--- config.mk ---
export PLATFORM = sky130hd
export DESIGN_NAME = remap_mem_top
export DESIGN_NICKNAME = d
export VERILOG_FILES = /design/src/hw/remap_mem_cfg_pkg.sv /design/src/hw/remap_mem_types_pkg.sv /design/src/hw/sp_bank.sv /design/src/hw/bank_map_table.sv /design/src/hw/bank_steer.sv /design/src/hw/read_return.sv /design/src/hw/remap_mem_top.sv
export SDC_FILE = /design/constraint.sdc
export NUM_CORES = 2
export LEC_CHECK = 0
export ABC_AREA = 1
export BUFFER_PORTS_ARGS = -buffer_cell sky130_fd_sc_hd__buf_4
export CAP_MARGIN = 20
export CELL_PAD_IN_SITES_DETAIL_PLACEMENT = 0
export CELL_PAD_IN_SITES_GLOBAL_PLACEMENT = 1
export CORE_MARGIN = 10
export CORE_UTILIZATION = 50
export DETAILED_ROUTE_END_ITERATION = 6
export GPL_TIMING_DRIVEN = 1
export PLACE_DENSITY_LB_ADDON = 0.1
export SYNTH_ARGS = -nofsm -noshare
export SYNTH_HDL_FRONTEND = slang
export SYNTH_SLANG_ARGS = --single-unit
--- constraint.sdc ---
create_clock -name clk -period 5 [get_ports clk]
set_clock_uncertainty 0.05 [all_clocks]
set_input_delay 0.25 -clock clk [delete_from_list [all_inputs] [get_ports clk]]
set_output_delay 0.25 -clock clk [all_outputs]
set_load 0.1 [all_outputs]
--- src/hw/remap_mem_cfg_pkg.sv ---
`default_nettype none

package remap_mem_cfg_pkg;

  // data word width.
  localparam int WIDTH = 16;

  // virtual banks come from the low address bits.
  localparam int NUMVBNK = 4;
  localparam int BITVBNK = 2;

  // rows come from the high address bits.
  localparam int NUMVROW = 16;
  localparam int BITVROW = 4;

  localparam int NUMADDR = NUMVBNK * NUMVROW; // flat address space.
  localparam int BITADDR = BITVBNK + BITVROW;

  // one spare physical bank absorbs the conflicting write.
  localparam int NUMPBNK = NUMVBNK + 1;
  localparam int BITPBNK = 3;

  localparam int BITPADR = BITPBNK + BITVROW; // physical bank over row.

endpackage

`default_nettype wire

--- src/hw/remap_mem_types_pkg.sv ---
`default_nettype none

package remap_mem_types_pkg;

  import remap_mem_cfg_pkg::*;

  typedef enum logic [1:0] {
    BANK_IDLE,
    BANK_READ,
    BANK_WRITE
  } bank_op_e;

  typedef struct packed {
    logic               en;
    logic [BITADDR-1:0] addr;
  } rd_req_t;

  typedef struct packed {
    logic               en;
    logic [BITADDR-1:0] addr;
    logic [WIDTH-1:0]   data;
  } wr_req_t;

  typedef struct packed {
    logic               vld;
    logic [WIDTH-1:0]   data;
    logic [BITPADR-1:0] padr; // bank in the upper bits, row in the lower.
  } rd_rsp_t;

  typedef struct packed {
    logic [NUMVBNK-1:0][BITPBNK-1:0] pbnk; // physical bank per virtual bank.
    logic [BITPBNK-1:0]              free;
  } map_row_t;

  typedef struct packed {
    bank_op_e           op;
    logic [BITVROW-1:0] row;
    logic [WIDTH-1:0]   data;
  } bank_cmd_t;

  typedef struct packed {
    logic               en;
    logic [BITVROW-1:0] row;
    logic [BITVBNK-1:0] vbnk;
    logic [BITPBNK-1:0] pbnk;
  } map_upd_t;

endpackage

`default_nettype wire

--- src/hw/sp_bank.sv ---
`default_nettype none

module sp_bank
  import remap_mem_cfg_pkg::*, remap_mem_types_pkg::*;
(
  input  logic             clk,
  input  bank_cmd_t        cmd,
  output logic [WIDTH-1:0] dout
);

  logic [WIDTH-1:0] mem [NUMVROW];

  always_ff @(posedge clk) begin
    case (cmd.op)
      BANK_WRITE: begin
        mem[cmd.row] <= cmd.data;
      end
      BANK_READ: begin
        dout <= mem[cmd.row]; // holds until the next read of this bank.
      end
      default: begin
      end
    endcase
  end

  // the steering only ever encodes idle, read or write.
  assert_bank_op_legal: assert property (
    @(posedge clk) !$isunknown(cmd.op) |-> (cmd.op inside {BANK_IDLE, BANK_READ, BANK_WRITE})
  );

endmodule

`default_nettype wire

--- src/hw/bank_map_table.sv ---
`default_nettype none

module bank_map_table
  import remap_mem_cfg_pkg::*, remap_mem_types_pkg::*;
(
  input  logic               clk,
  input  logic               rst,
  input  logic [BITVROW-1:0] rd_row,
  input  logic [BITVROW-1:0] wr_row,
  output map_row_t           rd_map,
  output map_row_t           wr_map,
  input  map_upd_t           upd
);

  map_row_t map_mem [NUMVROW];

  function automatic map_row_t identity_row();
    map_row_t r;
    for (int v = 0; v < NUMVBNK; v++) begin
      r.pbnk[v] = BITPBNK'(v);
    end
    r.free = BITPBNK'(NUMVBNK);
    return r;
  endfunction

  // true when no two of the five indexes of a row point at the same bank.
  function automatic logic row_distinct(map_row_t r);
    logic [BITPBNK-1:0] idx [NUMPBNK];
    logic               ok;
    for (int v = 0; v < NUMVBNK; v++) begin
      idx[v] = r.pbnk[v];
    end
    idx[NUMVBNK] = r.free;
    ok = 1'b1;
    for (int i = 0; i < NUMPBNK; i++) begin
      for (int j = i + 1; j < NUMPBNK; j++) begin
        if (idx[i] == idx[j]) begin
          ok = 1'b0;
        end
      end
    end
    return ok;
  endfunction

  always_ff @(posedge clk) begin
    if (rst) begin
      for (int r = 0; r < NUMVROW; r++) begin
        map_mem[r] <= identity_row();
      end
    end else if (upd.en) begin
      map_mem[upd.row].pbnk[upd.vbnk] <= upd.pbnk;
      map_mem[upd.row].free <= map_mem[upd.row].pbnk[upd.vbnk]; // old bank is freed.
    end
  end

  assign rd_map = map_mem[rd_row];
  assign wr_map = map_mem[wr_row];

  // A swap must leave the row as a permutation of the physical banks.
  assert_swap_keeps_row_distinct: assert property (
    @(posedge clk) disable iff (rst) upd.en |=> row_distinct(map_mem[$past(upd.row)])
  );

endmodule

`default_nettype wire

--- src/hw/bank_steer.sv ---
`default_nettype none

module bank_steer
  import remap_mem_cfg_pkg::*, remap_mem_types_pkg::*;
(
  input  rd_req_t            rd_req,
  input  wr_req_t            wr_req,
  input  map_row_t           rd_map,
  input  map_row_t           wr_map,
  output logic [BITVROW-1:0] rd_row,
  output logic [BITVROW-1:0] wr_row,
  output map_upd_t           upd,
  output bank_cmd_t          bank_cmd [NUMPBNK],
  output logic [BITPBNK-1:0] rd_sel,
  output logic               rd_go
);

  logic [BITVBNK-1:0] rd_vbnk;
  logic [BITVBNK-1:0] wr_vbnk;
  logic [BITPBNK-1:0] rd_pbnk;
  logic [BITPBNK-1:0] wr_home;
  logic [BITPBNK-1:0] wr_pbnk;
  logic               conflict;

  assign rd_vbnk = rd_req.addr[BITVBNK-1:0];
  assign rd_row  = rd_req.addr[BITADDR-1:BITVBNK];
  assign wr_vbnk = wr_req.addr[BITVBNK-1:0];
  assign wr_row  = wr_req.addr[BITADDR-1:BITVBNK];

  assign rd_pbnk = rd_map.pbnk[rd_vbnk];
  assign wr_home = wr_map.pbnk[wr_vbnk];

  // the read keeps its bank and the write moves to its row's spare.
  assign conflict = rd_req.en && wr_req.en && (wr_home == rd_pbnk);
  assign wr_pbnk  = conflict ? wr_map.free : wr_home;

  always_comb begin
    for (int b = 0; b < NUMPBNK; b++) begin
      bank_cmd[b].op   = BANK_IDLE;
      bank_cmd[b].row  = wr_row;
      bank_cmd[b].data = wr_req.data;
      if (rd_req.en && (rd_pbnk == BITPBNK'(b))) begin
        bank_cmd[b].op  = BANK_READ;
        bank_cmd[b].row = rd_row;
      end else if (wr_req.en && (wr_pbnk == BITPBNK'(b))) begin
        bank_cmd[b].op = BANK_WRITE;
      end
    end
  end

  assign upd.en   = conflict;
  assign upd.row  = wr_row;
  assign upd.vbnk = wr_vbnk;
  assign upd.pbnk = wr_map.free;

  assign rd_sel = rd_pbnk;
  assign rd_go  = rd_req.en;

  // relies on every map row staying a permutation of the banks.
  always_comb begin
    if (rd_req.en && wr_req.en) begin
      assert_rd_wr_bank_differ: assert final (rd_pbnk != wr_pbnk);
    end
  end

endmodule

`default_nettype wire

--- src/hw/read_return.sv ---
`default_nettype none

module read_return
  import remap_mem_cfg_pkg::*, remap_mem_types_pkg::*;
(
  input  logic               clk,
  input  logic               rst,
  input  logic               rd_go,
  input  logic [BITPBNK-1:0] rd_sel,
  input  logic [BITVROW-1:0] rd_row,
  input  logic [WIDTH-1:0]   bank_dout [NUMPBNK],
  output rd_rsp_t            rd_rsp
);

  logic               go_q;
  logic [BITPBNK-1:0] sel_q;
  logic [BITVROW-1:0] row_q;

  always_ff @(posedge clk) begin
    if (rst) begin
      go_q <= 1'b0;
    end else begin
      go_q <= rd_go;
    end
  end

  always_ff @(posedge clk) begin
    sel_q <= rd_sel; // aligned with the bank's registered read.
    row_q <= rd_row;
  end

  assign rd_rsp.vld  = go_q;
  assign rd_rsp.data = bank_dout[sel_q];
  assign rd_rsp.padr = {sel_q, row_q};

endmodule

`default_nettype wire

--- src/hw/remap_mem_top.sv ---
`default_nettype none

module remap_mem_top
  import remap_mem_cfg_pkg::*, remap_mem_types_pkg::*;
(
  input  logic    clk,
  input  logic    rst,
  input  rd_req_t rd_req,
  input  wr_req_t wr_req,
  output rd_rsp_t rd_rsp
);

  logic [BITVROW-1:0] rd_row;
  logic [BITVROW-1:0] wr_row;
  map_row_t           rd_map;
  map_row_t           wr_map;
  map_upd_t           upd;
  bank_cmd_t          bank_cmd [NUMPBNK];
  logic [WIDTH-1:0]   bank_dout [NUMPBNK];
  logic [BITPBNK-1:0] rd_sel;
  logic               rd_go;

  bank_map_table bank_map_table_inst (
    .clk    (clk),
    .rst    (rst),
    .rd_row (rd_row),
    .wr_row (wr_row),
    .rd_map (rd_map),
    .wr_map (wr_map),
    .upd    (upd)
  );

  bank_steer bank_steer_inst (
    .rd_req   (rd_req),
    .wr_req   (wr_req),
    .rd_map   (rd_map),
    .wr_map   (wr_map),
    .rd_row   (rd_row),
    .wr_row   (wr_row),
    .upd      (upd),
    .bank_cmd (bank_cmd),
    .rd_sel   (rd_sel),
    .rd_go    (rd_go)
  );

  for (genvar b = 0; b < NUMPBNK; b++) begin : g_bank
    sp_bank sp_bank_inst (
      .clk  (clk),
      .cmd  (bank_cmd[b]),
      .dout (bank_dout[b])
    );
  end

  read_return read_return_inst (
    .clk       (clk),
    .rst       (rst),
    .rd_go     (rd_go),
    .rd_sel    (rd_sel),
    .rd_row    (rd_row),
    .bank_dout (bank_dout),
    .rd_rsp    (rd_rsp)
  );

endmodule

`default_nettype wire

==> key figures <==
Run status
  • Status: complete, no violations

Logic synthesis
  • Yosys top cell by area: edfxtp_1
  • Most instantiated cells after synthesis: nand2_1, edfxtp_1, nand3_1
  • Synth Cell Area: about 0.07 mm^2
  • Post-synth net total: roughly 7400
  • Mapped Avg Cell Area: approximately 9.8 um^2
  • Post-synth EDFFs: 1600
  • Top-count cell post-synth: nand2_1
  • Post-synthesis sequential area ratio: 0.672
  • Top post-synthesis cells by area: edfxtp_1, nand2_1, nand3_1
  • Area share of the largest cell type after synthesis: 0.670
  • Yosys warnings: 0
  • Ys async rst share: 0
  • Main synth FF type: edfxtp_1
  • Cells after Synth: 7326
  • Yosys reg bits: 1608
  • Yosys cell types: 29

GRT
  • Grt ovf: 0
  • Total Routing Usage GR: 0.263
  • Vias in the first global route: 48920
  • Global-route wire length before repair: 315000 um
  • Initial antenna violation count: 8
  • Largest net degree at the start of global routing: 113

Detailed routing
  • DRT Pass-1 Iters: 6
  • Total wire length: between 200000 and 250000 um
  • Starting DRT DRC Count: 5436
  • DR WL/cell: 22.6 um
  • DRC: 0
  • Via/cell ratio: 5.45
  • Final ANT Viol Nets: 0
  • DR vias: 51287

Timing
  • RSZ-0062 raised after global routing: false
  • Setup TNS: 0 ps
  • Slew of the pin with the lowest slew margin: ~1100 ps
  • Final Hold Viols: 0
  • Final period util: 0.940
  • Slew headroom: 0.283
  • Final worst path period need: 4700 ps
  • Peak Freq: 0.213 GHz
  • Final setup fails: 0
  • Final count of pins violating max slew: 0

Die
  • CORE AREA: approximately 0.14 mm^2
  • I/O pin count: 56
  • Cell Rows: 138
  • Die extent in x: 399 um
  • Die Area: 0.159 mm^2
  • Die height: approximately 400 um
  • Starting density of the core: 0.505

Placement
  • Input/output buffers: 55
  • RePlAce Congestion: 0.920
  • Placed cell count: 9073
  • Final HPWL DP: 131000 um

Final layout
  • Area Overhead vs Synth: 11.8%
  • Multi-input logic area: 0.0209 mm^2
  • Layout cell share with drive strength beyond 1: 0.0844
  • Nets: 7413
  • Final cell count without fillers: 9402
  • Fill cells: 12499
  • Storage cell area: 0.0482 mm^2

CTS
  • Root Buffer: clkbuf_16
  • Clock Tree Buf Depth: 3
  • CTS HTree Levels: 4
  • Worst-path clk slew: 50 ps
  • Clock latency on the worst-skew pair: about 800 ps
  • Num CTS Buffers: 169
  • TritonCTS clock tree: built
  • CTS Sinks: 1608

Worst setup path
  • R2R setup slack: 520 ps
  • Largest delay share family, worst path: simple AND/OR/NAND/NOR gates
  • WP data arrival: between 5000 and 6000 ps
  • Critical path endpoint category: flop
  • CP peak stage delay: 570 ps
  • CP Buf/Inv Count: 6
  • Most used cell, CP: nand2_1
  • R2R cell count: 19
  • Crit-path cells: dlygate4sd3_1 -> buf_4 -> inv_2 -> buf_12 -> nand3_1 -> nand3_1 -> nand2_1 -> nand2_1 -> nand3_1 -> nand3_1 -> dlygate4sd3_1 -> nand2_2 -> nand2_1 -> nand2_1 -> nor2_2 -> nand2_2 -> nand2_1 -> nand2_1 -> nor2_1 -> nand3_1 -> nor2_1 -> buf_4
  • WP depth: 22
  • Crit start category: primary input
  • Critical path type: in2reg
  • Critical Path RT: 5440 ps
  • Crit-path max FO: 19
  • Slowest stage cell, crit path: dlygate4sd3_1

Power and ir drop
  • Leak: approximately 33 nW
  • Power density over cell area: 383 mW/mm^2
  • Peak VDD IR: 0.289 mV

Min path
  • Hold Path Class: in2reg
  • Worst hold path depth: 1

Job
  • Max-Cap Viols: 0
==> logic make-up (layout without fill, tap and decap cells) <==
| kind of cell | after synthesis | after routing | share of synthesized area |
|---|---|---|---|
| buffers and inverters | 701 | 883 | 0.0412 |
| AND/OR/NAND/NOR | 4888 | 4888 | 0.275 |
| flip-flops | 1608 | 1608 | 0.672 |
| AO/OA/AOI/OAI | 129 | 129 | 0.0121 |
| other | 0 | 4 | 0 |
==> cell usage in the layout (no fill, tap or decap), drive strengths merged <==
master	n
nand4	47
o21ai	43
buf	271
a22oi	38
dlygate4sd3	24
diode	4
a21oi	31
clkbuf	216
bufinv	12
nand2	3720
nor2	335
dfxtp	8
a221o	15
nor3	16
nand3	770
edfxtp	1600
a31oi	2
inv	290
clkinvlp	1
clkinv	69
==> stage by stage <==
stage | area, um^2 | power [W] | hold WS, ps | worst slack [ps] | util
finish | 80200 | 0.0308 | 31.5 | 299 | 0.565
detailed placement | 74800 | 0.0190 | 352 | 362 | 0.526
floorplan | 71700 | 0.0176 | 228 | 992 | -
CTS | 80200 | 0.0309 | 1.86 | 358 | 0.564
global route | 80200 | 0.0318 | 24.2 | 24.9 | 0.565
global placement | 74800 | 0.0190 | 346 | 399 | 0.526
==> worst register-to-register path, cell delays in order (launching register included) <==
cell and delay [ps]:
edfxtp_1 440, nand2_1 90, nand3_1 90, nand3_1 120, nand2_1 80, nand2_1 60, nand3_1 100, nand3_1 100
dlygate4sd3_1 570, nand2_2 120, nand2_1 90, nand2_1 60, nor2_2 240, nand2_2 160, nand2_1 100, nand2_1 290
nor2_1 490, nand3_1 390, nor2_1 260, buf_4 290
==> power by group <==
part	leakage, nW	switching [W]	total (W)	internal, W
clock	2.53	0.00514	0.0120	0.00685
combinational	15.8	0.00284	0.00367	0.000829
sequential	14.5	0.0000664	0.0151	0.0150
total	32.8	0.00805	0.0308	0.0227
==> routing by layer <==
layer | track usage | wire length [um]
met1 | 0.371 | 91400
met4 | 0.0927 | 7180
met2 | 0.414 | 98100
met3 | 0.0419 | 15600
met5 | 0 | 26
==> state kept, by name (all words and copies together) (netlist names) <==
name / flops
g_bank.sp_bank_inst.mem: 1280
bank_map_table_inst.map_mem: 240
g_bank.sp_bank_inst.dout: 80
read_return_inst.row_q: 4
read_return_inst.sel_q: 3
read_return_inst.go_q: 1
==> layout make-up <==
class / count / share of cell area
Sequential cell: 1608 / 0.601
Antenna cell: 4 / 0.000125
Multi-Input combinational cell: 5017 / 0.260
Clock inverter: 82 / 0.00934
Tap cell: 1890 / 0.0295
Inverter: 290 / 0.0136
Clock buffer: 216 / 0.0552
Timing Repair Buffer: 295 / 0.0315
==> final timing paths <==
path / endpoint / startpoint
setup / recovery: g_bank[3].sp_bank_inst.mem[9][15]$_DFFE_PP_ / rd_req[3]
hold / removal: g_bank[3].sp_bank_inst.mem[4][0]$_DFFE_PP_ / wr_req[0]
setup reg to reg: g_bank[3].sp_bank_inst.mem[9][15]$_DFFE_PP_ / bank_map_table_inst.map_mem[15][10]$_SDFFCE_PN1P_
hold reg to reg: g_bank[4].sp_bank_inst.dout[12]$_DFFE_PN_ / g_bank[4].sp_bank_inst.mem[15][12]$_DFFE_PP_
==> repair_timing <==
item / CTS / global route
buffers inserted: 0 / 3
resized for setup: 0 / 1
hold buffers: 24 / 0
endpoints found under the hold margin: 378 / 0
endpoints found under the setup margin: 0 / 53
Note: power is estimated with default switching activity, not from simulation.
